## config.mk

```make
export PLATFORM = sky130hd
export DESIGN_NAME = axi_rd_ctrl_flat
export DESIGN_NICKNAME = d
export VERILOG_FILES = /design/src/axi_pkg.sv /design/src/mem_pkg.sv /design/src/sram_port_if.sv /design/src/axi_rd_ctrl.sv /design/src/flat_wrapper.sv
export VERILOG_INCLUDE_DIRS = /design/src /design/src/src
export SDC_FILE = /design/constraint.sdc
export NUM_CORES = 1
export LEC_CHECK = 0
export BUFFER_PORTS_ARGS = -buffer_cell sky130_fd_sc_hd__buf_2
export CAP_MARGIN = 20
export CORE_AREA = 2 2 107 109
export DETAILED_ROUTE_END_ITERATION = 10
export DIE_AREA = 0 0 109 111
export GPL_ROUTABILITY_DRIVEN = 0
export HOLD_SLACK_MARGIN = 0.05
export MAX_ROUTING_LAYER = met4
export SLEW_MARGIN = 5
export SYNTH_ARGS = -nofsm -noshare
export SYNTH_HDL_FRONTEND = slang
export SYNTH_SLANG_ARGS = --single-unit
```

## constraint.sdc

```tcl
create_clock -name i_aclk -period 2.2 [get_ports i_aclk]
set_clock_uncertainty 0.2 [all_clocks]
set_input_delay 0.44 -clock i_aclk [delete_from_list [all_inputs] [get_ports i_aclk]]
set_output_delay 0.44 -clock i_aclk [all_outputs]
set_load 0.03 [all_outputs]
```

## src/axi_mem_macros.svh

```systemverilog
// Bus widths, memory geometry and size codes for the AXI SRAM subsystem
`ifndef AXI_MEM_MACROS_SVH
`define AXI_MEM_MACROS_SVH

// --------------------
// Bus widths
`define AXI_ADDR_W 32
`define AXI_DATA_W 64
`define AXI_ID_W 4

// --------------------
// Memory geometry of 256 words by 64 bits
`define MEM_DEPTH 256
`define MEM_IDX_W 8

// AxSIZE code of a full-width beat and log2 of the bytes per word
`define AXI_FULL_SIZE 3

`endif

```

## src/axi_pkg.sv

```systemverilog
// AXI4 protocol types and burst helpers shared by the channel controllers
`include "axi_mem_macros.svh"

package axi_pkg;

  typedef enum logic [1:0] {
    FIXED = 2'b00,
    INCR  = 2'b01,
    WRAP  = 2'b10,
    RSVD  = 2'b11
  } burst_e;

  typedef enum logic [1:0] {
    OKAY   = 2'b00,
    EXOKAY = 2'b01,
    SLVERR = 2'b10,
    DECERR = 2'b11
  } resp_e;

  typedef logic [`AXI_ID_W-1:0] axi_id_t;
  typedef logic [7:0] axi_len_t;

  // Only full-width FIXED and INCR bursts are served
  function automatic resp_e burst_resp(burst_e burst, logic [2:0] size);
    logic supported;
    supported = ((burst == FIXED) || (burst == INCR)) && (size == 3'(`AXI_FULL_SIZE));
    return supported ? OKAY : SLVERR;
  endfunction

  // Byte address of the following beat
  function automatic logic [`AXI_ADDR_W-1:0] next_addr(burst_e burst,
                                                       logic [`AXI_ADDR_W-1:0] addr);
    return (burst == FIXED) ? addr : addr + `AXI_ADDR_W'(`AXI_DATA_W / 8);
  endfunction

endpackage

```

## src/mem_pkg.sv

```systemverilog
// Memory-side types for word data, byte strobes and word indexing
`include "axi_mem_macros.svh"

package mem_pkg;

  typedef logic [`AXI_ADDR_W-1:0] mem_addr_t;
  typedef logic [`AXI_DATA_W-1:0] mem_data_t;
  typedef logic [`AXI_DATA_W/8-1:0] mem_strb_t;
  typedef logic [`MEM_IDX_W-1:0] mem_idx_t;

  // Upper address bits are dropped, so accesses wrap modulo the depth
  function automatic mem_idx_t word_idx(mem_addr_t addr);
    return addr[`MEM_IDX_W+`AXI_FULL_SIZE-1:`AXI_FULL_SIZE];
  endfunction

endpackage

```

## src/sram_port_if.sv

```systemverilog
// One SRAM access port between a channel controller and the memory array
`timescale 1ns/1ps

interface sram_port_if;
  import mem_pkg::*;

  logic      en;
  logic      we;
  mem_idx_t  idx;
  mem_data_t wdata;
  mem_strb_t strb;
  mem_data_t rdata;

  modport ctrl (
    output en,
    output we,
    output idx,
    output wdata,
    output strb,
    input  rdata
  );

  modport mem (
    input  en,
    input  we,
    input  idx,
    input  wdata,
    input  strb,
    output rdata
  );

endinterface

```

## src/axi_rd_ctrl.sv

```systemverilog
// AXI4 read channel controller streaming bursts out of the SRAM read port
`timescale 1ns/1ps

module axi_rd_ctrl (
  input  logic               i_aclk,
  input  logic               i_arst_n,
  input  axi_pkg::axi_id_t   i_arid,
  input  mem_pkg::mem_addr_t i_araddr,
  input  axi_pkg::axi_len_t  i_arlen,
  input  logic [2:0]         i_arsize,
  input  axi_pkg::burst_e    i_arburst,
  input  logic               i_arvalid,
  output logic               o_arready,
  output axi_pkg::axi_id_t   o_rid,
  output mem_pkg::mem_data_t o_rdata,
  output axi_pkg::resp_e     o_rresp,
  output logic               o_rlast,
  output logic               o_rvalid,
  input  logic               i_rready,
  sram_port_if.ctrl          rd_port
);
  import axi_pkg::*;
  import mem_pkg::*;

  typedef enum logic {
    ST_IDLE,
    ST_BURST
  } state_e;

  state_e    state;
  logic      ar_fire;
  logic      r_fire;
  logic      last_beat;
  burst_e    burst_q;
  axi_len_t  len_q;
  axi_len_t  beat_cnt;
  mem_addr_t addr_q;

  assign ar_fire   = i_arvalid && o_arready;
  assign r_fire    = o_rvalid && i_rready;
  assign last_beat = (beat_cnt == len_q);

  assign o_arready = (state == ST_IDLE);
  assign o_rlast   = o_rvalid && last_beat;
  assign o_rdata   = rd_port.rdata;

  // --------------------
  // Beat 0 is read at AR and each later beat at the R transfer before it
  assign rd_port.en    = ar_fire || (r_fire && !last_beat);
  assign rd_port.we    = 1'b0;
  assign rd_port.idx   = ar_fire ? word_idx(i_araddr) : word_idx(addr_q);
  assign rd_port.wdata = '0;
  assign rd_port.strb  = '0;

  always_ff @(posedge i_aclk or negedge i_arst_n) begin
    if (!i_arst_n) begin
      state    <= ST_IDLE;
      o_rvalid <= 1'b0;
      beat_cnt <= '0;
    end else begin
      case (state)
        ST_IDLE: begin
          if (ar_fire) begin
            state    <= ST_BURST;
            o_rvalid <= 1'b1;
            beat_cnt <= '0;
          end
        end
        ST_BURST: begin
          if (r_fire && last_beat) begin
            state    <= ST_IDLE;
            o_rvalid <= 1'b0;
          end else if (r_fire) begin
            beat_cnt <= beat_cnt + 1'b1;
          end
        end
        default: state <= ST_IDLE;
      endcase
    end
  end

  // addr_q always points at the next beat to fetch
  always_ff @(posedge i_aclk) begin
    if (ar_fire) begin
      o_rid   <= i_arid;
      o_rresp <= burst_resp(i_arburst, i_arsize);
      len_q   <= i_arlen;
      burst_q <= i_arburst;
      addr_q  <= next_addr(i_arburst, i_araddr);
    end else if (r_fire && !last_beat) begin
      addr_q <= next_addr(burst_q, addr_q);
    end
  end

  // --------------------
  a_r_stable: assert property (@(posedge i_aclk) disable iff (!i_arst_n)
    o_rvalid && !i_rready |=> o_rvalid && $stable(o_rdata) && $stable(o_rlast));

  a_idle_no_rvalid: assert property (@(posedge i_aclk) disable iff (!i_arst_n)
    (state == ST_IDLE) |-> !o_rvalid);

endmodule

```

## src/flat_wrapper.sv

```systemverilog
// flat-port wrapper written by rule: the top's interface ports become plain ports
module axi_rd_ctrl_flat import axi_pkg::*; import mem_pkg::*;
  (i_aclk, i_arst_n, i_arid, i_araddr, i_arlen, i_arsize, i_arburst, i_arvalid, o_arready, o_rid, o_rdata, o_rresp, o_rlast, o_rvalid, i_rready, rd_port_en, rd_port_we, rd_port_idx, rd_port_wdata, rd_port_strb, rd_port_rdata);
  sram_port_if rd_port_i ();
  input  logic i_aclk;
  input  logic i_arst_n;
  input  axi_pkg::axi_id_t i_arid;
  input  mem_pkg::mem_addr_t i_araddr;
  input  axi_pkg::axi_len_t i_arlen;
  input  logic [2:0] i_arsize;
  input  axi_pkg::burst_e i_arburst;
  input  logic i_arvalid;
  output logic o_arready;
  output axi_pkg::axi_id_t o_rid;
  output mem_pkg::mem_data_t o_rdata;
  output axi_pkg::resp_e o_rresp;
  output logic o_rlast;
  output logic o_rvalid;
  input  logic i_rready;
  output wire logic [$bits(rd_port_i.en)-1:0] rd_port_en;
  output wire logic [$bits(rd_port_i.we)-1:0] rd_port_we;
  output wire logic [$bits(rd_port_i.idx)-1:0] rd_port_idx;
  output wire logic [$bits(rd_port_i.wdata)-1:0] rd_port_wdata;
  output wire logic [$bits(rd_port_i.strb)-1:0] rd_port_strb;
  input wire logic [$bits(rd_port_i.rdata)-1:0] rd_port_rdata;
  assign rd_port_en = rd_port_i.en;
  assign rd_port_we = rd_port_i.we;
  assign rd_port_idx = rd_port_i.idx;
  assign rd_port_wdata = rd_port_i.wdata;
  assign rd_port_strb = rd_port_i.strb;
  assign rd_port_i.rdata = rd_port_rdata;
  axi_rd_ctrl u_core (.i_aclk(i_aclk), .i_arst_n(i_arst_n), .i_arid(i_arid), .i_araddr(i_araddr), .i_arlen(i_arlen), .i_arsize(i_arsize), .i_arburst(i_arburst), .i_arvalid(i_arvalid), .o_arready(o_arready), .o_rid(o_rid), .o_rdata(o_rdata), .o_rresp(o_rresp), .o_rlast(o_rlast), .o_rvalid(o_rvalid), .i_rready(i_rready), .rd_port(rd_port_i));
endmodule
```

==> flow_summary.toml <==
[run_status]
outcome = "complete, but fails checks"
violations = "negative setup slack"

[clock_tree]
cts_sinks = 33
cts_buffers = 5
cts_root_buf = "clkbuf_16"
cts_tree = "yes"
cts_buffer_depth = 2
htreeDepth = 2
insertion_delay_ns = 0.27
clkSlewWorstSetupHoldPaths_ns = 0.05

[yosys]
synth.avg_cell_area_um2 = 9.30
synthesis.area_um2 = 2790
ys_types = 31
synth-seq-cells = 33
post_synth_inst_count = 300
synth_common_cells = "buf_4, nand2_1, edfxtp_1"
post-synth-top-area-cell = "buf_4"
yosys-top-cells-area = "buf_4, edfxtp_1, dfrtp_1"
synth_edf_count = 23
yosysMostFrequentCell = "buf_4"
synth_top_area_share_pct = 37.1
ys.flop_type = "edfxtp_1"
async_reset_ff_share_pct = 30.3
yosysSeqAreaShare_pct = 33.7
yosys_warnings = 0

[sta]
finalSetupViolations = 1
hold_violations = 0
fin_crit_sh_pct = 101
rsz0062_at_grt = "yes"
slew_headroom_pct = 64.3
setup_ws_ns = -0.0124
fin_crit_ns = 2.21
max_freq_ghz = 0.452
worstMarginPinSlew_ns = 0.532
slew_viol_final = 0

[setup_path]
critical_path_class = "flip-flop to output pin"
cp_top_family = "simple AND/OR/NAND/NOR gates"
cp_slowest_stage_delay_ns = 0.41
crit_fanout = 5
crit_arrival_ns = 1.57
end_kind = "output pin"
cp-start-kind = "flip-flop"
slowest_stage = "dfrtp_1"
r2r_setup_slack_ns = 0.16
worstPathRequired_ns = 1.56
path_cells = "xnor2_2 -> nand4_4 -> nor2_4 -> and2_1 -> buf_6"
cp_num_buf_inv = 1

[route]
firstDrtPassIters = 4
viasPerCell = 3.72
drt_iter0_drc = 76
drtAntennaViolNets = 0
drt_wl_total_um = 5050
wl_per_cell_um = 11.2
via_count = 1671
drc_errors = 0

[floorplanning]
start_util_pct = 25.2
coreArea_um2 = 11100
die_h_um = 111
die_x_um = 109
rows = 39
die_area_um2 = 12100
io_pins = 272

[min_path]
hold_class = "input port to flip-flop"

[pwr]
p_total_w = 0.00219
combinationalPowerShare_pct = 30.8
seq_power_share_pct = 36.3
power.density_nw_per_um2 = 782
p_leak_nw = 1.34
ir_drop_mv = 0.313
intPower_w = 0.00146
clock_power_share_pct = 32.9
p_sw_w = 0.000731
switching_share_pct = 33.4

[global_route]
grt_use_met2_pct = 13.2
overflow = 0
grt_pass1_vias = 1545
top_usage_layer = "met2"
track_usage_pct = 8.22
met3_usage_pct = 2.29
antenna_found_initial = 0
use_met1_pct = 8.38
grt_pass1_wl_um = 7430
grt_max_degree = 20

[final_layout]
nets = 425
drive_gt1_share_pct = 27.8
n_fill_cell = 1225
regArea_um2 = 941
antenna_cells = 0
multi_input_area_um2 = 1110
final_util_pct = 25.3
syn2layout_area_growth_pct = 0.493

[place]
pre_cts_slack_ns = -0.137
dp_hpwl_um = 3960
io_buffers = 45

[flow_run]
cap_violations = 0
==> per-layer routing <==
metal	routed length (µm)	vias up	share of wire, %
met5	0	-	0
met4	312	0	6.2
met3	406	38	8.0
met2	2480	90	49
met1	1850	751	37
li1	-	792	-
==> metrics by stage <==
step                      setup TNS (ns)  cells  area (µm²)  hold WS [ns]
after global placement             -1.78    437        2550         0.117
final                            -0.0124    449        2800         0.139
after floorplan                        0    373        3070       -0.0556
after detailed placement          -0.548    438        2550         0.121
after global routing              -0.150    449        2800         0.128
after CTS                       -0.00748    447        2770         0.133
==> repair_timing <==
item                       4_1_cts  5_1_grt
cloned                           0        1
hold endpoints to repair        10        0
buffers inserted                 0        1
pin swaps                        3        3
resized for setup               10        7
hold buffers                     1        0
setup endpoints to repair        6       10
==> power by group through the flow <==
stage / logic, W / clock network [W] / registers (W)
2_1_floorplan: 0.000741 / 0 / 0.000826
3_3_place_gp: 0.000644 / 0 / 0.000801
3_5_place_dp: 0.000659 / 0 / 0.000803
4_1_cts: 0.000677 / 0.000743 / 0.000797
5_1_grt: 0.000742 / 0.000772 / 0.000804
6_report: 0.000675 / 0.000722 / 0.000795
==> path summary, 6_finish.rpt <==
check / to / depth (start not counted) / from
max: o_rlast / 5 / u_core.beat_cnt[5]
min reg2reg: u_core.beat_cnt[0] / 2 / u_core.beat_cnt[0]
max in group asynchronous: u_core.state / 2 / i_arst_n
min: u_core.o_rid[2] / 1 / i_arid[2]
min in group asynchronous: u_core.beat_cnt[4] / 2 / i_arst_n
max reg2reg: u_core.addr_q[6] / 5 / u_core.len_q[6]
==> sequential cells by signal, indices dropped and copies added (netlist names) <==
name	cells
u_core.burst_q	2
u_core.state	1
u_core.addr_q	8
u_core.o_rresp	1
u_core.o_rid	4
u_core.len_q	8
u_core.o_rvalid	1
u_core.beat_cnt	8
==> placed cells by master (no fill, tap or decap), drive strengths merged, types with 2 or more instances in the layout <==
master	Yosys	final
and3	3	3
nor2	10	10
and2	2	2
edfxtp	23	23
mux2i	11	11
buf	140	64
dfrtp	10	10
a21oi	4	4
ha	3	3
inv	4	3
nand3	7	7
clkbuf	1	7
o21ai	6	6
clkinvlp	0	2
nand2	38	38
xor2	7	7
nand4	2	2
xnor2	13	13
conb	1	74
o2111ai	6	6
o211ai	2	2
==> area by class of cell <==
cell class / instances / share of cell area (%)
clock buffers: 7 / 5.44
repair inverters: 1 / 0.268
flip-flops and latches: 33 / 33.6
well taps: 143 / 6.38
repair buffers: 65 / 14.0
inverters: 4 / 0.669
clock inverters: 1 / 0.178
multi-input cells: 195 / 39.5
==> logic make-up (layout without fill, tap and decap cells) <==
family          after synthesis  after routing  share of synthesized area, %
buf+inv                     145             78                          38.2
simple gates                 65             65                          10.9
flops                        33             33                          33.7
compound gates               22             22                          5.47
xor+xnor                     20             20                          6.28
mux                          11             11                          3.95
fa+ha+maj                     3              3                          1.35
other cells                   1             74                         0.134
Power figures use the tool's default switching activity.
