`config.mk`:
```
export PLATFORM = sky130hd
export DESIGN_NAME = axi_wr_ctrl_flat
export DESIGN_NICKNAME = d
export VERILOG_FILES = /design/src/axi_pkg.sv /design/src/mem_pkg.sv /design/src/sram_port_if.sv /design/src/axi_wr_ctrl.sv /design/src/flat_wrapper.sv
export VERILOG_INCLUDE_DIRS = /design/src /design/src/src
export SDC_FILE = /design/constraint.sdc
export NUM_CORES = 1
export LEC_CHECK = 0
export BUFFER_PORTS_ARGS = -buffer_cell sky130_fd_sc_hd__buf_2
export CAP_MARGIN = 5
export CELL_PAD_IN_SITES_DETAIL_PLACEMENT = 1
export CELL_PAD_IN_SITES_GLOBAL_PLACEMENT = 1
export CORE_AREA = 2 2 108 110
export DETAILED_ROUTE_END_ITERATION = 12
export DIE_AREA = 0 0 110 112
export GPL_TIMING_DRIVEN = 0
export PLACE_DENSITY_LB_ADDON = 0.15
export SYNTH_ARGS = -nofsm -noshare
export SYNTH_HDL_FRONTEND = slang
export SYNTH_SLANG_ARGS = --single-unit
```
`constraint.sdc`:
```
create_clock -name i_aclk -period 2.1 [get_ports i_aclk]
set_clock_uncertainty 0.15 [all_clocks]
set_input_delay 0.63 -clock i_aclk [delete_from_list [all_inputs] [get_ports i_aclk]]
set_output_delay 0.63 -clock i_aclk [all_outputs]
set_load 0.1 [all_outputs]
```
`src/axi_mem_macros.svh`:
```
// Bus widths, memory geometry and size codes for the AXI SRAM subsystem
`ifndef AXI_MEM_MACROS_SVH
`define AXI_MEM_MACROS_SVH

// --------------------
// Bus widths
`define AXI_ADDR_W 32
`define AXI_DATA_W 64
`define AXI_ID_W 4

// --------------------
// Memory geometry of 256 words by 64 bits
`define MEM_DEPTH 256
`define MEM_IDX_W 8

// AxSIZE code of a full-width beat and log2 of the bytes per word
`define AXI_FULL_SIZE 3

`endif

```
`src/axi_pkg.sv`:
```
// AXI4 protocol types and burst helpers shared by the channel controllers
`include "axi_mem_macros.svh"

package axi_pkg;

  typedef enum logic [1:0] {
    FIXED = 2'b00,
    INCR  = 2'b01,
    WRAP  = 2'b10,
    RSVD  = 2'b11
  } burst_e;

  typedef enum logic [1:0] {
    OKAY   = 2'b00,
    EXOKAY = 2'b01,
    SLVERR = 2'b10,
    DECERR = 2'b11
  } resp_e;

  typedef logic [`AXI_ID_W-1:0] axi_id_t;
  typedef logic [7:0] axi_len_t;

  // Only full-width FIXED and INCR bursts are served
  function automatic resp_e burst_resp(burst_e burst, logic [2:0] size);
    logic supported;
    supported = ((burst == FIXED) || (burst == INCR)) && (size == 3'(`AXI_FULL_SIZE));
    return supported ? OKAY : SLVERR;
  endfunction

  // Byte address of the following beat
  function automatic logic [`AXI_ADDR_W-1:0] next_addr(burst_e burst,
                                                       logic [`AXI_ADDR_W-1:0] addr);
    return (burst == FIXED) ? addr : addr + `AXI_ADDR_W'(`AXI_DATA_W / 8);
  endfunction

endpackage

```
`src/mem_pkg.sv`:
```
// Memory-side types for word data, byte strobes and word indexing
`include "axi_mem_macros.svh"

package mem_pkg;

  typedef logic [`AXI_ADDR_W-1:0] mem_addr_t;
  typedef logic [`AXI_DATA_W-1:0] mem_data_t;
  typedef logic [`AXI_DATA_W/8-1:0] mem_strb_t;
  typedef logic [`MEM_IDX_W-1:0] mem_idx_t;

  // Upper address bits are dropped, so accesses wrap modulo the depth
  function automatic mem_idx_t word_idx(mem_addr_t addr);
    return addr[`MEM_IDX_W+`AXI_FULL_SIZE-1:`AXI_FULL_SIZE];
  endfunction

endpackage

```
`src/sram_port_if.sv`:
```
// One SRAM access port between a channel controller and the memory array
`timescale 1ns/1ps

interface sram_port_if;
  import mem_pkg::*;

  logic      en;
  logic      we;
  mem_idx_t  idx;
  mem_data_t wdata;
  mem_strb_t strb;
  mem_data_t rdata;

  modport ctrl (
    output en,
    output we,
    output idx,
    output wdata,
    output strb,
    input  rdata
  );

  modport mem (
    input  en,
    input  we,
    input  idx,
    input  wdata,
    input  strb,
    output rdata
  );

endinterface

```
`src/axi_wr_ctrl.sv`:
```
// AXI4 write channel controller forwarding write beats to the SRAM write port
`timescale 1ns/1ps

module axi_wr_ctrl (
  input  logic               i_aclk,
  input  logic               i_arst_n,
  input  axi_pkg::axi_id_t   i_awid,
  input  mem_pkg::mem_addr_t i_awaddr,
  input  axi_pkg::axi_len_t  i_awlen,
  input  logic [2:0]         i_awsize,
  input  axi_pkg::burst_e    i_awburst,
  input  logic               i_awvalid,
  output logic               o_awready,
  input  mem_pkg::mem_data_t i_wdata,
  input  mem_pkg::mem_strb_t i_wstrb,
  input  logic               i_wlast,
  input  logic               i_wvalid,
  output logic               o_wready,
  output axi_pkg::axi_id_t   o_bid,
  output axi_pkg::resp_e     o_bresp,
  output logic               o_bvalid,
  input  logic               i_bready,
  sram_port_if.ctrl          wr_port
);
  import axi_pkg::*;
  import mem_pkg::*;

  typedef enum logic [1:0] {
    ST_IDLE,
    ST_DATA,
    ST_RESP
  } state_e;

  state_e    state;
  logic      aw_fire;
  logic      w_fire;
  logic      b_fire;
  burst_e    burst_q;
  axi_len_t  len_q;
  axi_len_t  beat_cnt;
  mem_addr_t addr_q;

  assign aw_fire = i_awvalid && o_awready;
  assign w_fire  = i_wvalid && o_wready;
  assign b_fire  = o_bvalid && i_bready;

  assign o_awready = (state == ST_IDLE);
  assign o_wready  = (state == ST_DATA);
  assign o_bvalid  = (state == ST_RESP);

  // Unsupported bursts drain their beats without touching memory
  assign wr_port.en    = w_fire && (o_bresp == OKAY);
  assign wr_port.we    = 1'b1;
  assign wr_port.idx   = word_idx(addr_q);
  assign wr_port.wdata = i_wdata;
  assign wr_port.strb  = i_wstrb;

  always_ff @(posedge i_aclk or negedge i_arst_n) begin
    if (!i_arst_n) begin
      state    <= ST_IDLE;
      beat_cnt <= '0;
    end else begin
      case (state)
        ST_IDLE: begin
          if (aw_fire) begin
            state    <= ST_DATA;
            beat_cnt <= '0;
          end
        end
        ST_DATA: begin
          if (w_fire && i_wlast) state <= ST_RESP;
          else if (w_fire) beat_cnt <= beat_cnt + 1'b1;
        end
        ST_RESP: if (b_fire) state <= ST_IDLE;
        default: state <= ST_IDLE;
      endcase
    end
  end

  always_ff @(posedge i_aclk) begin
    if (aw_fire) begin
      o_bid   <= i_awid;
      o_bresp <= burst_resp(i_awburst, i_awsize);
      len_q   <= i_awlen;
      burst_q <= i_awburst;
      addr_q  <= i_awaddr;
    end else if (w_fire) begin
      addr_q <= next_addr(burst_q, addr_q);
    end
  end

  // --------------------
  a_wlast_pos: assert property (@(posedge i_aclk) disable iff (!i_arst_n)
    w_fire |-> (i_wlast == (beat_cnt == len_q)));

  a_b_hold: assert property (@(posedge i_aclk) disable iff (!i_arst_n)
    o_bvalid && !i_bready |=> o_bvalid && $stable(o_bid) && $stable(o_bresp));

endmodule

```
`src/flat_wrapper.sv`:
```
// flat-port wrapper written by rule: the top's interface ports become plain ports
module axi_wr_ctrl_flat import axi_pkg::*; import mem_pkg::*;
  (i_aclk, i_arst_n, i_awid, i_awaddr, i_awlen, i_awsize, i_awburst, i_awvalid, o_awready, i_wdata, i_wstrb, i_wlast, i_wvalid, o_wready, o_bid, o_bresp, o_bvalid, i_bready, wr_port_en, wr_port_we, wr_port_idx, wr_port_wdata, wr_port_strb, wr_port_rdata);
  sram_port_if wr_port_i ();
  input  logic i_aclk;
  input  logic i_arst_n;
  input  axi_pkg::axi_id_t i_awid;
  input  mem_pkg::mem_addr_t i_awaddr;
  input  axi_pkg::axi_len_t i_awlen;
  input  logic [2:0] i_awsize;
  input  axi_pkg::burst_e i_awburst;
  input  logic i_awvalid;
  output logic o_awready;
  input  mem_pkg::mem_data_t i_wdata;
  input  mem_pkg::mem_strb_t i_wstrb;
  input  logic i_wlast;
  input  logic i_wvalid;
  output logic o_wready;
  output axi_pkg::axi_id_t o_bid;
  output axi_pkg::resp_e o_bresp;
  output logic o_bvalid;
  input  logic i_bready;
  output wire logic [$bits(wr_port_i.en)-1:0] wr_port_en;
  output wire logic [$bits(wr_port_i.we)-1:0] wr_port_we;
  output wire logic [$bits(wr_port_i.idx)-1:0] wr_port_idx;
  output wire logic [$bits(wr_port_i.wdata)-1:0] wr_port_wdata;
  output wire logic [$bits(wr_port_i.strb)-1:0] wr_port_strb;
  input wire logic [$bits(wr_port_i.rdata)-1:0] wr_port_rdata;
  assign wr_port_en = wr_port_i.en;
  assign wr_port_we = wr_port_i.we;
  assign wr_port_idx = wr_port_i.idx;
  assign wr_port_wdata = wr_port_i.wdata;
  assign wr_port_strb = wr_port_i.strb;
  assign wr_port_i.rdata = wr_port_rdata;
  axi_wr_ctrl u_core (.i_aclk(i_aclk), .i_arst_n(i_arst_n), .i_awid(i_awid), .i_awaddr(i_awaddr), .i_awlen(i_awlen), .i_awsize(i_awsize), .i_awburst(i_awburst), .i_awvalid(i_awvalid), .o_awready(o_awready), .i_wdata(i_wdata), .i_wstrb(i_wstrb), .i_wlast(i_wlast), .i_wvalid(i_wvalid), .o_wready(o_wready), .o_bid(o_bid), .o_bresp(o_bresp), .o_bvalid(o_bvalid), .i_bready(i_bready), .wr_port(wr_port_i));
endmodule
```
==> results of run 1 <==
## metal layers
metal / track usage (%) / wire, um
met1: 6.908 / 1510
met2: 10.18 / 1755
met3: 4.742 / 896
met4: 1.013 / 0
met5: 0 / 0
## report_power, final
group          internal (mW)  leakage, nW  total, mW  switching, mW
Sequential             0.546        0.164      0.663          0.117
Clock                  0.255       0.0409      0.392          0.137
Combinational          0.379        0.922       2.07           1.69
Total                   1.18         1.13       3.12           1.94
## flip-flops by register name (all words and copies together) (netlist names)
signal / count
u_core.addr_q: 8
u_core.o_bid: 4
u_core.burst_q: 2
u_core.state: 2
u_core.o_bresp: 1
## what timing repair did
| action | in CTS | in global routing |
|---|---|---|
| endpoints found under the hold margin | 2 | 0 |
| gates resized for setup | 5 | 1 |
| setup buffers | 0 | 1 |
| endpoints found under the setup margin | 3 | 2 |
| hold buffers | 1 | 0 |
## worst reg2reg max path: stages (launching register included)
cell	delay [ns]
dfrtp_2	0.43
or3b_4	0.42
buf_6	0.16
o21ai_1	0.43
## per-stage QoR
stage | setup slack [ns] | hold WS, ns | total power, mW | TNS, ns | instances
4_1_cts | -0.006899 | 0.3965 | 3.166 | -0.009447 | 401
5_1_grt | -0.01122 | 0.3966 | 3.295 | -0.01716 | 402
3_5_place_dp | -0.1685 | 0.2659 | 2.745 | -1.394 | 396
3_3_place_gp | -0.1590 | 0.2649 | 2.740 | -1.316 | 396
2_1_floorplan | -0.3666 | 0.1844 | 2.430 | -1.017 | 142
6_report | 0.04186 | 0.4046 | 3.121 | 0 | 403
## how the worst max path moves through the flow
stage,slack (ns),cells after the start,from,endpoint
6_report,0.04,2,u_core.state[0],o_wready
5_1_grt,-0.01,4,u_core.state[0],wr_port_en
3_3_place_gp,-0.16,4,i_awvalid,u_core.addr_q[3]
3_5_place_dp,-0.17,4,i_awvalid,u_core.addr_q[3]
2_1_floorplan,-0.37,3,u_core.state[0],wr_port_en
4_1_cts,-0.007,4,u_core.state[0],wr_port_en
## area by class of cell
cell class | instances | area share (%)
clock inverters | 1 | 0.2260
diodes | 1 | 0.1130
flip-flops and latches | 17 | 22.66
repair buffers | 113 | 26.67
well taps | 143 | 8.079
plain buffers | 75 | 25.59
inverters | 2 | 0.3390
multi-input cells | 48 | 12.94
clock buffers | 3 | 3.390
## cell families (layout without fill, tap and decap cells)
family	Yosys count	after routing	synth area share [%]
AO/OA/AOI/OAI	12	12	5.130
buffers and inverters	77	194	42.82
XOR/XNOR	3	3	1.959
adder cells (fa/ha/maj)	1	1	0.9327
other	2	3	0.5599
flip-flops	17	17	37.31
AND/OR/NAND/NOR	30	30	11.29
## synthesized netlist by cell type
| cell | n | area [sq um] |
|---|---|---|
| conb_1 | 2 | 7.510 |
| dfrtp_1 | 2 | 50.05 |
| buf_6 | 1 | 11.26 |
| o21ai_0 | 7 | 35.03 |
| xnor2_1 | 1 | 8.760 |
| xor2_1 | 2 | 17.52 |
| or3_1 | 3 | 18.77 |
| clkinv_1 | 1 | 3.750 |
| nand4_1 | 1 | 6.260 |
| nand4bb_1 | 1 | 11.26 |
| or3b_4 | 1 | 11.26 |
| ha_1 | 1 | 12.51 |
| a32o_1 | 1 | 10.01 |
| nand2_1 | 12 | 45.04 |
| edfxtp_1 | 15 | 450.4 |
| nor2_1 | 7 | 26.28 |
| a21oi_1 | 1 | 5.000 |
| buf_4 | 74 | 555.5 |
| a31oi_1 | 3 | 18.77 |
| nor2b_1 | 2 | 12.51 |
| nand3_2 | 1 | 10.01 |
| nand3_1 | 2 | 10.01 |
| inv_1 | 1 | 3.750 |
==> metrics.cfg, run 1 <==
[synth]
ys_seq_area_share_pct = 37.31
yosysWarnings = 0
ys_seq_elements = 17
syn-cell-area_sq_um = 1341
synthCells = 142
netlist-cell-type-count = 23
avgSynthCellArea_sq_um = 9.446
synth.net_count = 334

[drt]
ant_nets = 0
drt-pass1-iter-count = 4
drc = 0
drt_wl_total_um = 4161
first_iter_violations = 18
vias_per_cell = 3.251
wl_per_cell_um = 10.33
vias = 1310

[timing]
grt_setup_unrepaired = yes
finalCritPeriodShare_pct = 98.01
period_needed_ns = 2.058
timing_worst_slew_pin_value_ns = 0.7984
max-slew-margin-rel_pct = 46.41
finalHoldViolCount = 0
final-setup-viol-count = 0
slew_violations = 0
fmax_ghz = 0.4859

[power_and_ir_drop]
powerDensity_nw_per_um2 = 1409
p_leak_nw = 1.126
vdd_ir_drop_max_v = 0.0006753

[flow_run]
maxCapViolCount = 0

[placement]
dp_hpwl_um = 3637
place_area_sq_um = 2096
portBuffers = 111
gp_congestion = 0.6547

[critical_path]
criticalPathCategory = flip-flop to output port
crit_chain = nor2b_4 -> buf_2
arrival_ns = 1.28
cp_top_family = buffers and inverters
r2r_end = u_core.addr_q[3]
reg2reg_slack_ns = 0.13
worstRegToRegCells = 3
critical-path-slowest-cell = buf_2
max_stage_delay_ns = 0.44
crit_buf_inv = 1
startpoint_type = flip-flop
required_ns = 1.32
cp_max_fo = 4
r2r-start = u_core.state[1]
endpoint_kind = output port

[floorplan]
die_h_um = 112
coreArea_sq_um = 11170
die-width_um = 110
row_count = 39
die-area_sq_um = 12320
initial_core_util_pct = 12.00
ios = 282

[cells_and_area]
final_common_cell = buf_2
fill_cells = 1370
final_cell_mix = buf_2, buf_4, edfxtp_1
drive_gt1_share_pct = 76.45
postLayoutCoreUtil_pct = 19.82
multiInputGateArea_sq_um = 286.5
syn2layout_area_growth_pct = 65.11
finish.instance_area_sq_um = 2215
regArea_sq_um = 501.7
layout.nets = 452

[cts]
clk_path_buf_depth = 2
cts-root-buf = clkbuf_16
cts_sinks = 17
clk_latency_ns = 0.25
ctsHtreeMaxLevel = 1
cts_tree = done
cts_buffers = 3
clk_pin_slew_ns = 0.06

[min_path]
min_from = i_awburst[0]
holdPathStages = 1
hold_end = u_core.burst_q[0]
hold_path.class = primary input to flip-flop

[grt]
grt_pass1_wl_um = 6058
grt_max_degree = 15
grt_pass1_vias = 1250
gr-total-overflow = 0
grt_util_all_layers_pct = 6.392
antenna_found_initial = 1

[status]
status = completed

Note: power is estimated with default switching activity, not from simulation.
==> run 2: changes to the inputs <==
--- a/config.mk
+++ b/config.mk
@@ -15,6 +15,7 @@
 export DIE_AREA = 0 0 110 112
 export GPL_TIMING_DRIVEN = 0
 export PLACE_DENSITY_LB_ADDON = 0.15
+export REMOVE_ABC_BUFFERS = 1
 export SYNTH_ARGS = -nofsm -noshare
 export SYNTH_HDL_FRONTEND = slang
 export SYNTH_SLANG_ARGS = --single-unit
==> metrics.cfg, run 2 (same netlist as run 1, synthesis figures left out) <==
[status]
status = completed

[power_and_ir_drop]
vdd_ir_drop_max_v = 0.0004475
p_leak_nw = 0.4882
powerDensity_nw_per_um2 = 1905
power_mw = 2.477

[grt]
gr-total-overflow = 0
grt_max_degree = 15
grt_pass1_wl_um = 15190
grt_pass1_vias = 995
grt_util_all_layers_pct = 21.24
antenna_found_initial = 0

[floorplan]
row_count = 39
coreArea_sq_um = 11170
ios = 282
die-area_sq_um = 12320
die_h_um = 112
initial_core_util_pct = 12.00
die-width_um = 110

[timing]
finalCritPeriodShare_pct = 97.41
grt_setup_unrepaired = no
period_needed_ns = 2.046
final-setup-viol-count = 0
fin_setup_tns_ns = 0
slew_violations = 0
finalHoldViolCount = 0
fmax_ghz = 0.4889

[cts]
clk_latency_ns = 0.25
clk_pin_slew_ns = 0.06
cts_tree = done
cts-root-buf = clkbuf_16
clk_path_buf_depth = 2
cts_sinks = 17
ctsHtreeMaxLevel = 1
cts_buffers = 3

[drt]
vias = 938
vias_per_cell = 3.664
drt-pass1-iter-count = 4
first_iter_violations = 32
drc = 0
wl_per_cell_um = 51.31
drt_wl_total_um = 13140
ant_nets = 0

[cells_and_area]
diodes = 0
fill_cells = 1286
postLayoutCoreUtil_pct = 11.63
fin_cells = 256
reg_top3 = u_core.addr_q x8, u_core.o_bid x4
largest_reg_flops = 8
regMostFlops = u_core.addr_q
final_cell_mix = buf_2, edfxtp_1, nand2_1
drive_gt1_share_pct = 46.02
finish.instance_area_sq_um = 1300
layout.nets = 306
final_common_cell = buf_2
syn2layout_area_growth_pct = -3.078

[critical_path]
worstRegToRegCells = 4
r2r_end = u_core.addr_q[4]
arrival_ns = 1.27
startpoint_type = flip-flop
endpoint_kind = output port
required_ns = 1.32
reg2reg_slack_ns = 0.09
criticalPathCategory = flip-flop to output port
r2r-start = u_core.state[1]
cp_max_fo = 4

[placement]
dp.cells = 250
gp_congestion = 1.001
place_area_sq_um = 1154
portBuffers = 39
dp_hpwl_um = 12520

[flow_run]
maxCapViolCount = 0

[min_path]
hold_path.class = primary input to async pin

## run 2: how the worst max path moves through the flow
stage | startpoint | to | slack, ns | cells after the start
after global placement | i_wvalid | u_core.addr_q[8] | -0.42 | 3
after detailed placement | i_awvalid | u_core.addr_q[7] | -0.17 | 5
after CTS | u_core.state[1] | o_bvalid | 0.002 | 2
after global routing | u_core.state[1] | wr_port_en | 0.005 | 4
after floorplan | u_core.state[1] | wr_port_en | -2.00 | 3
final | u_core.state[1] | wr_port_en | 0.05 | 4
## run 2: stage by stage
stage / setup WS (ns) / hold WS, ns
after floorplan: -1.996 / 0.1844
after global placement: -0.4151 / 0.2660
after detailed placement: -0.1687 / 0.2713
after CTS: 0.001786 / 0.0009693
after global routing: 0.004659 / 0.002412
final: 0.05445 / 0.007331
## run 2: worst max-delay path, cell delays in order (launching register included)
cell     delay (ns)
dfrtp_2        0.44
nor2b_4        0.19
nand2_4        0.08
nor2_4         0.13
buf_12         0.18
## run 2: power breakdown
part           internal [mW]  switching [mW]
combinational          0.264            1.15
sequential             0.544           0.122
clock                  0.258           0.134
## run 2: what timing repair did
action | in CTS | in global routing
hold buffers | 0 | 0
pin swaps | 1 | 0
cloned | 0 | 0
hold endpoints to repair | 0 | 0
gates resized for setup | 6 | 10
setup buffers | 2 | 0
endpoints found under the setup margin | 2 | 14
## run 2: final cells by class
class                      count  area [sq um]  area share [%]
clock buffer                   4         78.83           6.064
inverter                       2         11.26          0.8662
sequential                    17         501.7           38.59
multi-input combinational     48         289.0           22.23
tap                          143         178.9           13.76
timing repair buffer          42         240.2           18.48
## run 2: layer usage
metal	up-vias	GRT usage [%]	share of wire, %
li1	333	-	-
met1	401	4.821	8.7
met2	186	50.22	68
met3	16	20.49	20
met4	2	4.895	3.7
met5	-	3.361	0.31
